## config.mk

```make
export PLATFORM = sky130hd
export DESIGN_NAME = fetch_top
export DESIGN_NICKNAME = d
export VERILOG_FILES = /design/src/hdl/fetch_pkg.sv /design/src/hdl/fetch_ifs.sv /design/src/hdl/fetch_cfg.sv /design/src/hdl/fetch_btb.sv /design/src/hdl/fetch_unit.sv /design/src/hdl/fetch_top.sv
export SDC_FILE = /design/constraint.sdc
export NUM_CORES = 2
export LEC_CHECK = 0
export BUFFER_PORTS_ARGS = -buffer_cell sky130_fd_sc_hd__buf_2
export CORE_ASPECT_RATIO = 1.75
export CORE_MARGIN = 4
export CORE_UTILIZATION = 40
export CTS_CLUSTER_SIZE = 30
export DETAILED_ROUTE_END_ITERATION = 8
export PLACE_DENSITY = 0.52
export SLEW_MARGIN = 0
export SYNTH_ARGS = -nofsm -noshare
export SYNTH_HDL_FRONTEND = slang
export SYNTH_SLANG_ARGS = --single-unit
```

## constraint.sdc

```tcl
create_clock -name CLK -period 8.48 [get_ports CLK]
set_clock_uncertainty 0.15 [all_clocks]
set_input_delay 0 -clock CLK [delete_from_list [all_inputs] [get_ports CLK]]
set_output_delay 0 -clock CLK [all_outputs]
set_load 0.01 [all_outputs]
```

## src/hdl/fetch_pkg.sv

```systemverilog
// fetch package: shared widths, sizes, types and enums for the fetch subsystem
package fetch_pkg;

    ////////////////////
    // widths and sizes
    ////////////////////

    // fetch address and instruction word
    localparam int PC_W   = 32;
    localparam int INST_W = 32;

    // one instruction per fetch, no compressed forms
    localparam int INST_BYTES = 4;

    // direct-mapped btb geometry
    localparam int BTB_ENTRIES = 16;
    localparam int BTB_IDX_W   = 4;
    // index sits above the two byte-offset bits
    localparam int BTB_TAG_W   = PC_W - BTB_IDX_W - 2;

    // decode buffer depth = credits after reset
    localparam int DECODE_CREDITS = 4;
    localparam int CREDIT_W       = $clog2(DECODE_CREDITS + 1);

    ////////////////////
    // types
    ////////////////////

    typedef logic [PC_W-1:0]      pc_t;
    typedef logic [INST_W-1:0]    inst_t;
    typedef logic [BTB_IDX_W-1:0] btb_idx_t;
    typedef logic [BTB_TAG_W-1:0] btb_tag_t;
    typedef logic [CREDIT_W-1:0]  credit_t;

    // config register map
    typedef enum logic [1:0] {
        CFG_ENABLE     = 2'd0,
        CFG_BTB_ENABLE = 2'd1,
        CFG_RESTART_PC = 2'd2
    } cfg_reg_e;

    // fetch unit fsm
    typedef enum logic {
        FETCH_IDLE = 1'b0,
        FETCH_RUN  = 1'b1
    } fetch_state_e;

endpackage

```

## src/hdl/fetch_ifs.sv

```systemverilog
// fetch interfaces: config-to-fetch control bus and fetch-to-btb lookup bus
`timescale 1ns/1ns

// config block -> fetch unit
interface fetch_cfg_if;
    logic           enable;
    logic           btb_enable;
    // one-cycle pulse after a restart pc write
    logic           restart_valid;
    fetch_pkg::pc_t restart_pc;

    modport source (output enable, output btb_enable, output restart_valid, output restart_pc);
    modport sink   (input enable, input btb_enable, input restart_valid, input restart_pc);
endinterface

// fetch unit <-> btb, same-cycle lookup
interface btb_if;
    fetch_pkg::pc_t lookup_pc;
    logic           hit;
    fetch_pkg::pc_t target;
    // gates the hit, comes from the config block
    logic           btb_enable;

    // fetch side
    modport lookup (output lookup_pc, input hit, input target);
    // table side
    modport tbl (input lookup_pc, input btb_enable, output hit, output target);
endinterface

```

## src/hdl/fetch_cfg.sv

```systemverilog
// fetch config block: decodes register writes into enable, btb enable and restart control
`timescale 1ns/1ns

module fetch_cfg (
    input  logic                 CLK,
    input  logic                 rst_n,

    // register write port
    input  logic                 cfg_wr_valid,
    input  fetch_pkg::cfg_reg_e  cfg_wr_addr,
    input  fetch_pkg::pc_t       cfg_wr_data,

    // steering out to fetch
    fetch_cfg_if.source          cfg
);

    // register state
    logic           enable_q;
    logic           btb_enable_q;
    fetch_pkg::pc_t restart_pc_q;
    logic           restart_valid_q;

    ////////////////////
    // write decode
    ////////////////////

    always_ff @(posedge CLK or negedge rst_n) begin
        if (!rst_n) begin
            enable_q        <= 1'b0;
            // predictor on by default
            btb_enable_q    <= 1'b1;
            restart_pc_q    <= '0;
            restart_valid_q <= 1'b0;
        end else begin
            // pulse only for the cycle after the write
            restart_valid_q <= 1'b0;
            if (cfg_wr_valid) begin
                case (cfg_wr_addr)
                    fetch_pkg::CFG_ENABLE:     enable_q     <= cfg_wr_data[0];
                    fetch_pkg::CFG_BTB_ENABLE: btb_enable_q <= cfg_wr_data[0];
                    fetch_pkg::CFG_RESTART_PC: begin
                        restart_pc_q    <= cfg_wr_data;
                        // redirect fetch
                        restart_valid_q <= 1'b1;
                    end
                    default: ;
                endcase
            end
        end
    end

    // drive the bus
    assign cfg.enable        = enable_q;
    assign cfg.btb_enable    = btb_enable_q;
    assign cfg.restart_valid = restart_valid_q;
    assign cfg.restart_pc    = restart_pc_q;

endmodule

```

## src/hdl/fetch_btb.sv

```systemverilog
// fetch btb: direct-mapped branch target buffer with same-cycle lookup and branch training
`timescale 1ns/1ns

module fetch_btb (
    input  logic            CLK,
    input  logic            rst_n,

    // lookup from fetch
    btb_if.tbl              btb,

    // training from resolved branches
    input  logic            bru_valid,
    input  fetch_pkg::pc_t  bru_src_pc,
    input  fetch_pkg::pc_t  bru_tgt_pc,
    input  logic            bru_taken
);

    // entry arrays
    logic [fetch_pkg::BTB_ENTRIES-1:0] valid_q;
    fetch_pkg::btb_tag_t               tag_q [fetch_pkg::BTB_ENTRIES];
    fetch_pkg::pc_t                    target_q [fetch_pkg::BTB_ENTRIES];

    // split addresses into index and tag
    fetch_pkg::btb_idx_t lookup_idx;
    fetch_pkg::btb_tag_t lookup_tag;
    fetch_pkg::btb_idx_t train_idx;
    fetch_pkg::btb_tag_t train_tag;
    logic                train_tag_match;

    assign lookup_idx = btb.lookup_pc[fetch_pkg::BTB_IDX_W+1:2];
    assign lookup_tag = btb.lookup_pc[fetch_pkg::PC_W-1:fetch_pkg::BTB_IDX_W+2];
    assign train_idx  = bru_src_pc[fetch_pkg::BTB_IDX_W+1:2];
    assign train_tag  = bru_src_pc[fetch_pkg::PC_W-1:fetch_pkg::BTB_IDX_W+2];

    ////////////////////
    // lookup
    ////////////////////

    // hit gated by the btb enable bit
    assign btb.hit    = btb.btb_enable && valid_q[lookup_idx] &&
                        (tag_q[lookup_idx] == lookup_tag);
    assign btb.target = target_q[lookup_idx];

    ////////////////////
    // training
    ////////////////////

    assign train_tag_match = valid_q[train_idx] && (tag_q[train_idx] == train_tag);

    // valid bits
    always_ff @(posedge CLK or negedge rst_n) begin
        if (!rst_n) begin
            valid_q <= '0;
        end else if (bru_valid) begin
            if (bru_taken) begin
                valid_q[train_idx] <= 1'b1;
            end else if (train_tag_match) begin
                // not taken, drop the stale entry
                valid_q[train_idx] <= 1'b0;
            end
        end
    end

    // tag and target payload, written on taken only
    always_ff @(posedge CLK) begin
        if (bru_valid && bru_taken) begin
            tag_q[train_idx]    <= train_tag;
            target_q[train_idx] <= bru_tgt_pc;
        end
    end

endmodule

```

## src/hdl/fetch_unit.sv

```systemverilog
// fetch unit: pc generation, REQ/RESP pipeline, restart squash and decode credit counter
`timescale 1ns/1ns

module fetch_unit (
    input  logic              CLK,
    input  logic              rst_n,

    // control from config block
    fetch_cfg_if.sink         cfg,

    // next-pc prediction
    btb_if.lookup             btb,

    // instruction memory, one-cycle response
    output logic              imem_req_valid,
    output fetch_pkg::pc_t    imem_req_addr,
    input  fetch_pkg::inst_t  imem_resp_data,

    // decode, credit flow control
    output logic              fetch_valid,
    output fetch_pkg::pc_t    fetch_pc,
    output fetch_pkg::inst_t  fetch_inst,
    input  logic              decode_credit
);

    // fsm
    fetch_pkg::fetch_state_e state_q;

    // REQ stage
    fetch_pkg::pc_t   req_pc_q;
    fetch_pkg::pc_t   cur_pc;
    fetch_pkg::pc_t   next_pc;
    logic             issue;

    // RESP stage
    logic             resp_valid_q;
    fetch_pkg::pc_t   resp_pc_q;
    logic             squash;

    // credits
    fetch_pkg::credit_t credits_q;
    fetch_pkg::credit_t credits_next;

    ////////////////////
    // REQ stage
    ////////////////////

    // restart overrides the held pc in its own cycle
    assign cur_pc = cfg.restart_valid ? cfg.restart_pc : req_pc_q;

    // btb looks at the pc being requested
    assign btb.lookup_pc = cur_pc;

    // predicted target on hit, else sequential
    assign next_pc = btb.hit ? btb.target : cur_pc + fetch_pkg::pc_t'(fetch_pkg::INST_BYTES);

    // one request per cycle while running with credit
    assign issue = (state_q == fetch_pkg::FETCH_RUN) && (credits_q != '0);

    assign imem_req_valid = issue;
    assign imem_req_addr  = cur_pc;

    // fsm follows the enable bit
    always_ff @(posedge CLK or negedge rst_n) begin
        if (!rst_n) begin
            state_q <= fetch_pkg::FETCH_IDLE;
        end else if (cfg.enable) begin
            state_q <= fetch_pkg::FETCH_RUN;
        end else begin
            state_q <= fetch_pkg::FETCH_IDLE;
        end
    end

    // pc holds when nothing issues, but still takes a restart
    always_ff @(posedge CLK or negedge rst_n) begin
        if (!rst_n) begin
            req_pc_q <= '0;
        end else if (issue) begin
            req_pc_q <= next_pc;
        end else begin
            req_pc_q <= cur_pc;
        end
    end

    ////////////////////
    // RESP stage
    ////////////////////

    always_ff @(posedge CLK or negedge rst_n) begin
        if (!rst_n) begin
            resp_valid_q <= 1'b0;
        end else begin
            resp_valid_q <= issue;
        end
    end

    // pc travels with the request
    always_ff @(posedge CLK) begin
        if (issue) begin
            resp_pc_q <= cur_pc;
        end
    end

    // in-flight response belongs to the old path
    assign squash = resp_valid_q && cfg.restart_valid;

    assign fetch_valid = resp_valid_q && !cfg.restart_valid;
    assign fetch_pc    = resp_pc_q;
    assign fetch_inst  = imem_resp_data;

    ////////////////////
    // credits
    ////////////////////

    // spend on issue, refund on decode return or squash
    assign credits_next = credits_q
                        + fetch_pkg::credit_t'(decode_credit)
                        + fetch_pkg::credit_t'(squash)
                        - fetch_pkg::credit_t'(issue);

    always_ff @(posedge CLK or negedge rst_n) begin
        if (!rst_n) begin
            credits_q <= fetch_pkg::credit_t'(fetch_pkg::DECODE_CREDITS);
        end else begin
            credits_q <= credits_next;
        end
    end

endmodule

```

## src/hdl/fetch_top.sv

```systemverilog
// fetch top: joins config block, fetch unit and btb behind plain outside ports
`timescale 1ns/1ns

module fetch_top (
    input  logic                 CLK,
    input  logic                 rst_n,

    // config writes
    input  logic                 cfg_wr_valid,
    input  fetch_pkg::cfg_reg_e  cfg_wr_addr,
    input  fetch_pkg::pc_t       cfg_wr_data,

    // instruction memory
    output logic                 imem_req_valid,
    output fetch_pkg::pc_t       imem_req_addr,
    input  fetch_pkg::inst_t     imem_resp_data,

    // decode
    output logic                 fetch_valid,
    output fetch_pkg::pc_t       fetch_pc,
    output fetch_pkg::inst_t     fetch_inst,
    input  logic                 decode_credit,

    // branch training
    input  logic                 bru_valid,
    input  fetch_pkg::pc_t       bru_src_pc,
    input  fetch_pkg::pc_t       bru_tgt_pc,
    input  logic                 bru_taken
);

    // internal buses
    fetch_cfg_if cfg_bus ();
    btb_if       btb_bus ();

    // btb enable from config into the btb bus
    assign btb_bus.btb_enable = cfg_bus.btb_enable;

    fetch_cfg u_cfg (
        .CLK          (CLK),
        .rst_n        (rst_n),
        .cfg_wr_valid (cfg_wr_valid),
        .cfg_wr_addr  (cfg_wr_addr),
        .cfg_wr_data  (cfg_wr_data),
        .cfg          (cfg_bus.source)
    );

    fetch_unit u_fetch (
        .CLK            (CLK),
        .rst_n          (rst_n),
        .cfg            (cfg_bus.sink),
        .btb            (btb_bus.lookup),
        .imem_req_valid (imem_req_valid),
        .imem_req_addr  (imem_req_addr),
        .imem_resp_data (imem_resp_data),
        .fetch_valid    (fetch_valid),
        .fetch_pc       (fetch_pc),
        .fetch_inst     (fetch_inst),
        .decode_credit  (decode_credit)
    );

    fetch_btb u_btb (
        .CLK        (CLK),
        .rst_n      (rst_n),
        .btb        (btb_bus.tbl),
        .bru_valid  (bru_valid),
        .bru_src_pc (bru_src_pc),
        .bru_tgt_pc (bru_tgt_pc),
        .bru_taken  (bru_taken)
    );

endmodule

```

-- After elaboration in Yosys (flattened, before gate mapping)
Memory sizes are Yosys's and may differ from the RTL's.
Cells that the tools add are included.
- input bits: 136
- logic and storage cells: 58
- memories: 2
- register bits after elaboration: 120
- RAM bits: 928
- reductions and logical operators: 16
- bitwise gates (word level): 3
- add/subtract/negate cells: 4
- order comparisons: 3
- equality and inequality tests: 4
- multiplexer cells: 16
- memories (memory ; depth ; bits a word ; read ports ; clocked after Yosys merged registers in ; wr ports ; line ; source):
    u_btb.target_q ; 16 ; 32 ; 1 ; 0 ; 1 ; fetch_btb.sv:21 ; fetch_pkg::pc_t target_q [fetch_pkg::BTB_ENTRIES];
    u_btb.tag_q ; 16 ; 26 ; 2 ; 0 ; 1 ; fetch_btb.sv:20 ; fetch_pkg::btb_tag_t tag_q [fetch_pkg::BTB_ENTRIES];
- operators with widths (operator ; number):
    2-to-1 mux 32 bit ; 3
    == test 26 bit ; 2
    adder 32 x 3 -> 32 bit (second input constant) ; 1
    2-to-1 mux 16 bit ; 2
    bitwise AND 16 bit ; 1
    NOT 16 bit ; 1
    OR 16 bit ; 1
    less-than comparator 4 x 5 -> 1 bit (second input constant) ; 2
    binary-select mux 1 bit (select 4 bit) ; 2
    logical AND 1 bit ; 8
    2-to-1 mux 1 bit ; 8
    AND reduction 2 bit ; 4
    adder 3 x 1 -> 3 bit ; 2
    demux 1 bit (select 4 bit) ; 1
    >= comparator 4 x 1 -> 1 bit (second input constant) ; 1
    nonzero test 3 bit ; 1
    subtractor 3 x 1 -> 3 bit ; 1
    == test 2 x 1 -> 1 bit (second input constant) ; 1
    == test 2 bit (second input constant) ; 1
    logical NOT 2 bit ; 1
    nonzero test 2 bit ; 1
    logical NOT 1 bit ; 1

-- Depth between registers and ports, before layout
- depth in word-level cells: 8
- gate-level depth with buffers: 19

-- Hierarchy
A second synthesis with hierarchy kept.
- cell total of the unflattened synthesis: 2265
- area total of the unflattened synthesis: 45636.3 µm²
- modules (own cells, without submodules) (module ; area an instance (µm²) ; cells each ; instances ; sequential area each (µm²)):
    fetch_btb ; 39909.5 ; 1759 ; 1 ; 28267.1
    fetch_unit ; 4285.4 ; 430 ; 1 ; 1888.1
    fetch_cfg ; 1441.4 ; 76 ; 1 ; 877.1

-- Worst setup path before layout
OpenSTA, ideal clock, no wires.
- kind: in2reg
- start point: in bru_src_pc[2]
- end point: mem u_btb.tag_q[1][0] (netlist name), enable pin
- cell stages on the path: 7
- path slack: 2.192 ns
- data arrival time: 5.590 ns
- required time: 7.782 ns
- path buffers: 4
- library setup time: 0.548 ns
- cell sequence: clkbuf_1 buf_2 buf_2 clkbuf_1 nor2b_1 nand3_1 nor3_1
- RTL lines (item ; line ; source):
    start, declared ; fetch_top.sv:26 ; input fetch_pkg::pc_t bru_src_pc,
    end, declared ; fetch_btb.sv:20 ;
No word-level cell before the write port.

-- Final worst setup path
- start point: reg u_cfg.restart_valid_q, in the netlist u_cfg.cfg.restart_valid
- end point: reg u_fetch.req_pc_q[8]
- word-level cells in the longest chain between the ends: 7
- elaborated cells on any way between the ends: 11
- classes of those cells: add/sub (1); eq/ne (1); mux (5); reduce/logical (2); memory (2)
- RTL lines (item ; line ; source):
    start, declared ; fetch_cfg.sv:21 ; logic restart_valid_q;
    start signal, assigned ; fetch_cfg.sv:33 ; restart_valid_q <= 1'b0;
    start signal, assigned ; fetch_cfg.sv:36 ; restart_valid_q <= 1'b0;
    start signal, assigned ; fetch_cfg.sv:44 ; restart_valid_q <= 1'b1;
    2-to-1 mux 32 bit (*) ; fetch_unit.sv:49 ; assign cur_pc = cfg.restart_valid ? cfg.restart_pc : req_pc_q;
    branches (longest 5 deep; another with adder 32 x 3 -> 32 bit) ; n/a ;
    2-to-1 mux 32 bit (*) ; fetch_unit.sv:78 ; end else if (issue) begin
    end signal, assigned ; fetch_unit.sv:79 ; req_pc_q <= next_pc;
    end signal, assigned ; fetch_unit.sv:81 ; req_pc_q <= cur_pc;
    end, declared ; fetch_unit.sv:30 ; fetch_pkg::pc_t req_pc_q;
Mark *: on every way between the ends. The select of a mux whose other input is x is not followed.
A chain may end at the register's enable or synchronous reset.

==> impl_metrics.yaml <==
setup_path:
  critical_path.n_buffers_inverters: 3
  ff2ff_setup_slack_ns: 2.46
  worst_ep_arrival_time_ns: 6.50
  crit_fanout: 65
  critPathTopFamily: "buffers and inverters"
  startpoint_type: "flip-flop"
  critPathLaunch: "u_cfg.cfg.restart_valid$_DFF_PN0_"
  cpMaxStageDelayCell: "sky130_fd_sc_hd__buf_4"
  worst_path_most_repeated_cell: "sky130_fd_sc_hd__buf_4"
  reg2regPathDepth: 12
  critical_path.reg2reg.startpoint: "u_cfg.cfg.restart_valid$_DFF_PN0_"
  timing.critical_path.to_type: "flip-flop"
  critical_path.reg2reg.endpoint: "u_fetch.req_pc_q[8]$_DFF_PN0_"
  crit_cells: 12
  critical_path_required_ns: 8.95
  path_cells: "mux2i_4 > buf_4 > buf_4 > mux2i_1 > o21ai_0 > nor4bb_1 > o2111ai_1 > nand4b_1 > nor4_4 > buf_12 > mux2_2 > a211oi_1"
  crit_path_max_cell_delay_ns: 0.77
  path_class: "reg2reg"
  crit_end: "u_fetch.req_pc_q[8]$_DFF_PN0_"
die:
  io-pin-count: 234
  core.rowCount: 164
  coreArea_um2: 114300
  die_area_um2: 120900
  chipWidth_um: 264.5
  die_height_um: 457.0
  initial_utilization: 0.4031
logic_synthesis:
  ys_types: 78
  dominant_register_cell_in_the_synthesized_netlist: "sky130_fd_sc_hd__edfxtp_1"
  synth_area_per_cell_um2: 15.27
  netlist_top_cells_area: "sky130_fd_sc_hd__edfxtp_1 63%, sky130_fd_sc_hd__mux4_2 11%, sky130_fd_sc_hd__nand2_1 4.8%, sky130_fd_sc_hd__dfrtp_1 4.7%, sky130_fd_sc_hd__mux2i_1 3.4%"
  synth-warning-count: 0
  post_synthesis_cell_type_with_the_largest_combined_area: "sky130_fd_sc_hd__edfxtp_1"
  syn_nets: 3158
  synth-edff-count: 960
  synthCells: 3018
  synth_sequential_area_ratio: 0.6736
  postSynthRegisterBits: 1048
  synth-async-reset-ratio: 0.08397
  post-synth-top-area-fraction: 0.6257
  syn-cell-area_um2: 46070
placement:
  dp.final_hpwl_um: 89350
  number_of_buffer_cells_added_on_primary_ports: 167
  final_gp_congestion: 0.8789
routing:
  vias: 29332
  post_drt_via_cell_ratio: 5.967
  route.antenna.remaining_nets: 0
  first_pass_iters: 6
  drc: 0
  drt-initial-drc-count: 2494
  wire_per_inst_um: 30.35
  postRouteWirelength_um: 149200
sta:
  report.final.setup_viol: 0
  clock.fmax_mhz: 166.0
  final_hold_viol_count: 0
  max-slew-margin-rel: 0.2751
  drv_slew: 0
  final.period_utilization: 0.7105
  max_slew.worst_pin.slew_ns: 1.057
  finalSetupTns_ns: 0
  rsz_0062_raised_after_global_routing: "false"
  period_needed_ns: 6.025
global_route:
  grtUsageTotal: 0.2424
  grt_pass1_vias: 30166
  antenna_found_initial: 6
  globalRouteOverflowTotal: 0
  grt_max_degree: 135
  wire_length_of_the_first_global_routing_pass_um: 214000
clock_network:
  buffers_from_clock_root_to_sink_at_most: 3
  clk_pin_slew_ns: 0.07
  number_of_sinks_driven_by_the_clock_tree: 1048
  clockRootBuffer: "sky130_fd_sc_hd__clkbuf_16"
  postCtsResizedCells: 0
  numCtsBuffers: 97
  worst_skew_pair.late_latency_ns: 0.72
  cts_tree: "built"
  cts-htree-levels: 3
finish:
  multiInputGateArea_um2: 13920
  synthToLayoutAreaGrowth_pct: 16.90
  drive_gt1_frac: 0.1986
  final.fill_count: 9812
  ff_latch_area_um2: 31040
  num-nets-final: 3476
pwr:
  leakage_nw: 18.71
  power.total_mw: 14.84
  max-vdd-ir-drop_uv: 219.6
  power_per_cell_area_nw_per_um2: 275.6
flow_run:
  timing.max_cap.violations: 0
hold_path:
  worstHoldPathType: "in2reg"
  timing.hold.worst.start: "bru_tgt_pc[16]"
outcome:
  outcome: "finished clean"
## cell usage in the layout (no fill, tap or decap), drive strengths merged, types with 38 or more instances in the layout
cell type / netlist / layout
mux2i: 161 / 161
nand2: 583 / 583
dfrtp: 86 / 86
edfxtp: 960 / 960
mux4: 219 / 219
and3: 39 / 39
buf: 124 / 252
a21oi: 39 / 39
dlygate4sd3: 0 / 195
nand3: 145 / 145
a31oi: 43 / 43
clkbuf: 104 / 132
nor2: 42 / 42
inv: 33 / 38
## kinds of logic (layout without fill, tap and decap cells)
logic type | Yosys count | count (layout) | share of synthesized area
multiplexers | 399 | 399 | 0.1475
other | 0 | 3 | 0
buffers and inverters | 263 | 664 | 0.02784
XOR/XNOR | 40 | 40 | 0.007604
adder cells (fa/ha/maj) | 4 | 4 | 0.001412
AO/OA/AOI/OAI | 343 | 343 | 0.05440
flip-flops | 1048 | 1048 | 0.6736
AND/OR/NAND/NOR | 921 | 921 | 0.08767
## stage by stage
step | setup WS (ns) | std cells | cell area [um2] | utilization | hold WS [ns]
after floorplan | 2.192 | 3018 | 46070 | - | -0.4456
after global placement | 2.653 | 4536 | 48520 | 0.4245 | -0.2391
after detailed placement | 2.555 | 4536 | 48520 | 0.4245 | -0.2307
after CTS | 2.524 | 4913 | 53850 | 0.4712 | 0.000002498
after global routing | 2.245 | 4915 | 53860 | 0.4712 | 0.04782
final | 2.455 | 4916 | 53860 | 0.4712 | 0.05581
## cell type report
cell class / count / share of cell area
antenna: 3 / 0.0001394
clock buffer: 132 / 0.04960
clock inverter: 50 / 0.01313
inverter: 35 / 0.002765
multi-input combinational: 1707 / 0.2584
sequential: 1048 / 0.5763
tap: 1494 / 0.03471
timing repair buffer: 447 / 0.06498
## cells in the mapped netlist, types with 6 or more instances
cell type	number
sky130_fd_sc_hd__buf_1	28
sky130_fd_sc_hd__mux2_2	19
sky130_fd_sc_hd__a22oi_1	34
sky130_fd_sc_hd__a211oi_1	25
sky130_fd_sc_hd__clkbuf_1	103
sky130_fd_sc_hd__a21o_1	19
sky130_fd_sc_hd__mux2i_1	158
sky130_fd_sc_hd__mux4_2	219
sky130_fd_sc_hd__a311oi_1	34
sky130_fd_sc_hd__o22ai_1	21
sky130_fd_sc_hd__inv_1	30
sky130_fd_sc_hd__nand4_1	16
sky130_fd_sc_hd__a32oi_1	23
sky130_fd_sc_hd__or3_1	13
sky130_fd_sc_hd__a21oi_1	39
sky130_fd_sc_hd__dfrtp_1	86
sky130_fd_sc_hd__nor4_1	25
sky130_fd_sc_hd__xor2_1	17
sky130_fd_sc_hd__nor3_1	18
sky130_fd_sc_hd__xnor2_1	23
sky130_fd_sc_hd__o211ai_1	21
sky130_fd_sc_hd__nand2_1	583
sky130_fd_sc_hd__a31oi_1	43
sky130_fd_sc_hd__nand3b_1	6
sky130_fd_sc_hd__edfxtp_1	960
sky130_fd_sc_hd__o221ai_1	7
sky130_fd_sc_hd__and3_1	39
sky130_fd_sc_hd__buf_6	9
sky130_fd_sc_hd__buf_2	40
sky130_fd_sc_hd__nor2b_1	11
sky130_fd_sc_hd__nor2_1	40
sky130_fd_sc_hd__o21ai_0	24
sky130_fd_sc_hd__nand3_1	145
sky130_fd_sc_hd__buf_4	47
## sequential cells by signal (all words and copies together), names as in the netlist, named ones only
| signal | count |
|---|---|
| u_fetch.resp_valid_q | 1 |
| u_fetch.credits_q | 3 |
| u_fetch.fetch_pc | 32 |
| u_cfg.cfg.enable | 1 |
| u_btb.target_q | 512 |
| u_fetch.req_pc_q | 32 |
| u_cfg.cfg.restart_pc | 32 |
| u_fetch.state_q | 1 |
| u_cfg.cfg.btb_enable | 1 |
| u_btb.tag_q | 416 |
| u_cfg.cfg.restart_valid | 1 |
## report_power, final
group	switching (mW)	total [mW]	internal, mW
logic	2.70	4.19	1.48
registers	0.127	5.96	5.83
clock network	1.99	4.70	2.71
## metal layers
| layer | vias up | global-route usage | part of all wire |
|---|---|---|---|
| met4 | 0 | 0.1237 | 0.056 |
| met5 | - | 0 | 0 |
| met1 | 15368 | 0.2962 | 0.38 |
| met2 | 1224 | 0.4186 | 0.50 |
| met3 | 326 | 0.03489 | 0.061 |
| li1 | 12414 | - | - |
## worst min-delay path by stage
| stage | end | slack (ns) | depth (start not counted) |
|---|---|---|---|
| floorplan | async pin | -0.45 | 0 |
| global placement | async pin | -0.24 | 1 |
| detailed placement | async pin | -0.23 | 1 |
| CTS | u_btb.target_q[8][16]$_DFFE_PP_ | 0.000002 | 2 |
| global route | u_btb.target_q[10][16]$_DFFE_PP_ | 0.05 | 2 |
| finish | u_btb.target_q[10][16]$_DFFE_PP_ | 0.06 | 2 |
## worst reg2reg max path, cell delays in order (launching register included)
cell,delay (ns)
sky130_fd_sc_hd__dfrtp_4,0.73
sky130_fd_sc_hd__mux2i_4,0.40
sky130_fd_sc_hd__buf_4,0.58
sky130_fd_sc_hd__buf_4,0.77
sky130_fd_sc_hd__mux2i_1,0.31
sky130_fd_sc_hd__o21ai_0,0.22
sky130_fd_sc_hd__nor4bb_1,0.69
sky130_fd_sc_hd__o2111ai_1,0.34
sky130_fd_sc_hd__nand4b_1,0.35
sky130_fd_sc_hd__nor4_4,0.37
sky130_fd_sc_hd__buf_12,0.37
sky130_fd_sc_hd__mux2_2,0.44
sky130_fd_sc_hd__a211oi_1,0.19
## what timing repair did
| item | CTS | global route |
|---|---|---|
| endpoints found under the hold margin | 1126 | 0 |
| buffers inserted | 0 | 0 |
| hold buffers | 195 | 0 |
| endpoints found under the setup margin | 0 | 0 |
Power figures use the tool's default switching activity.
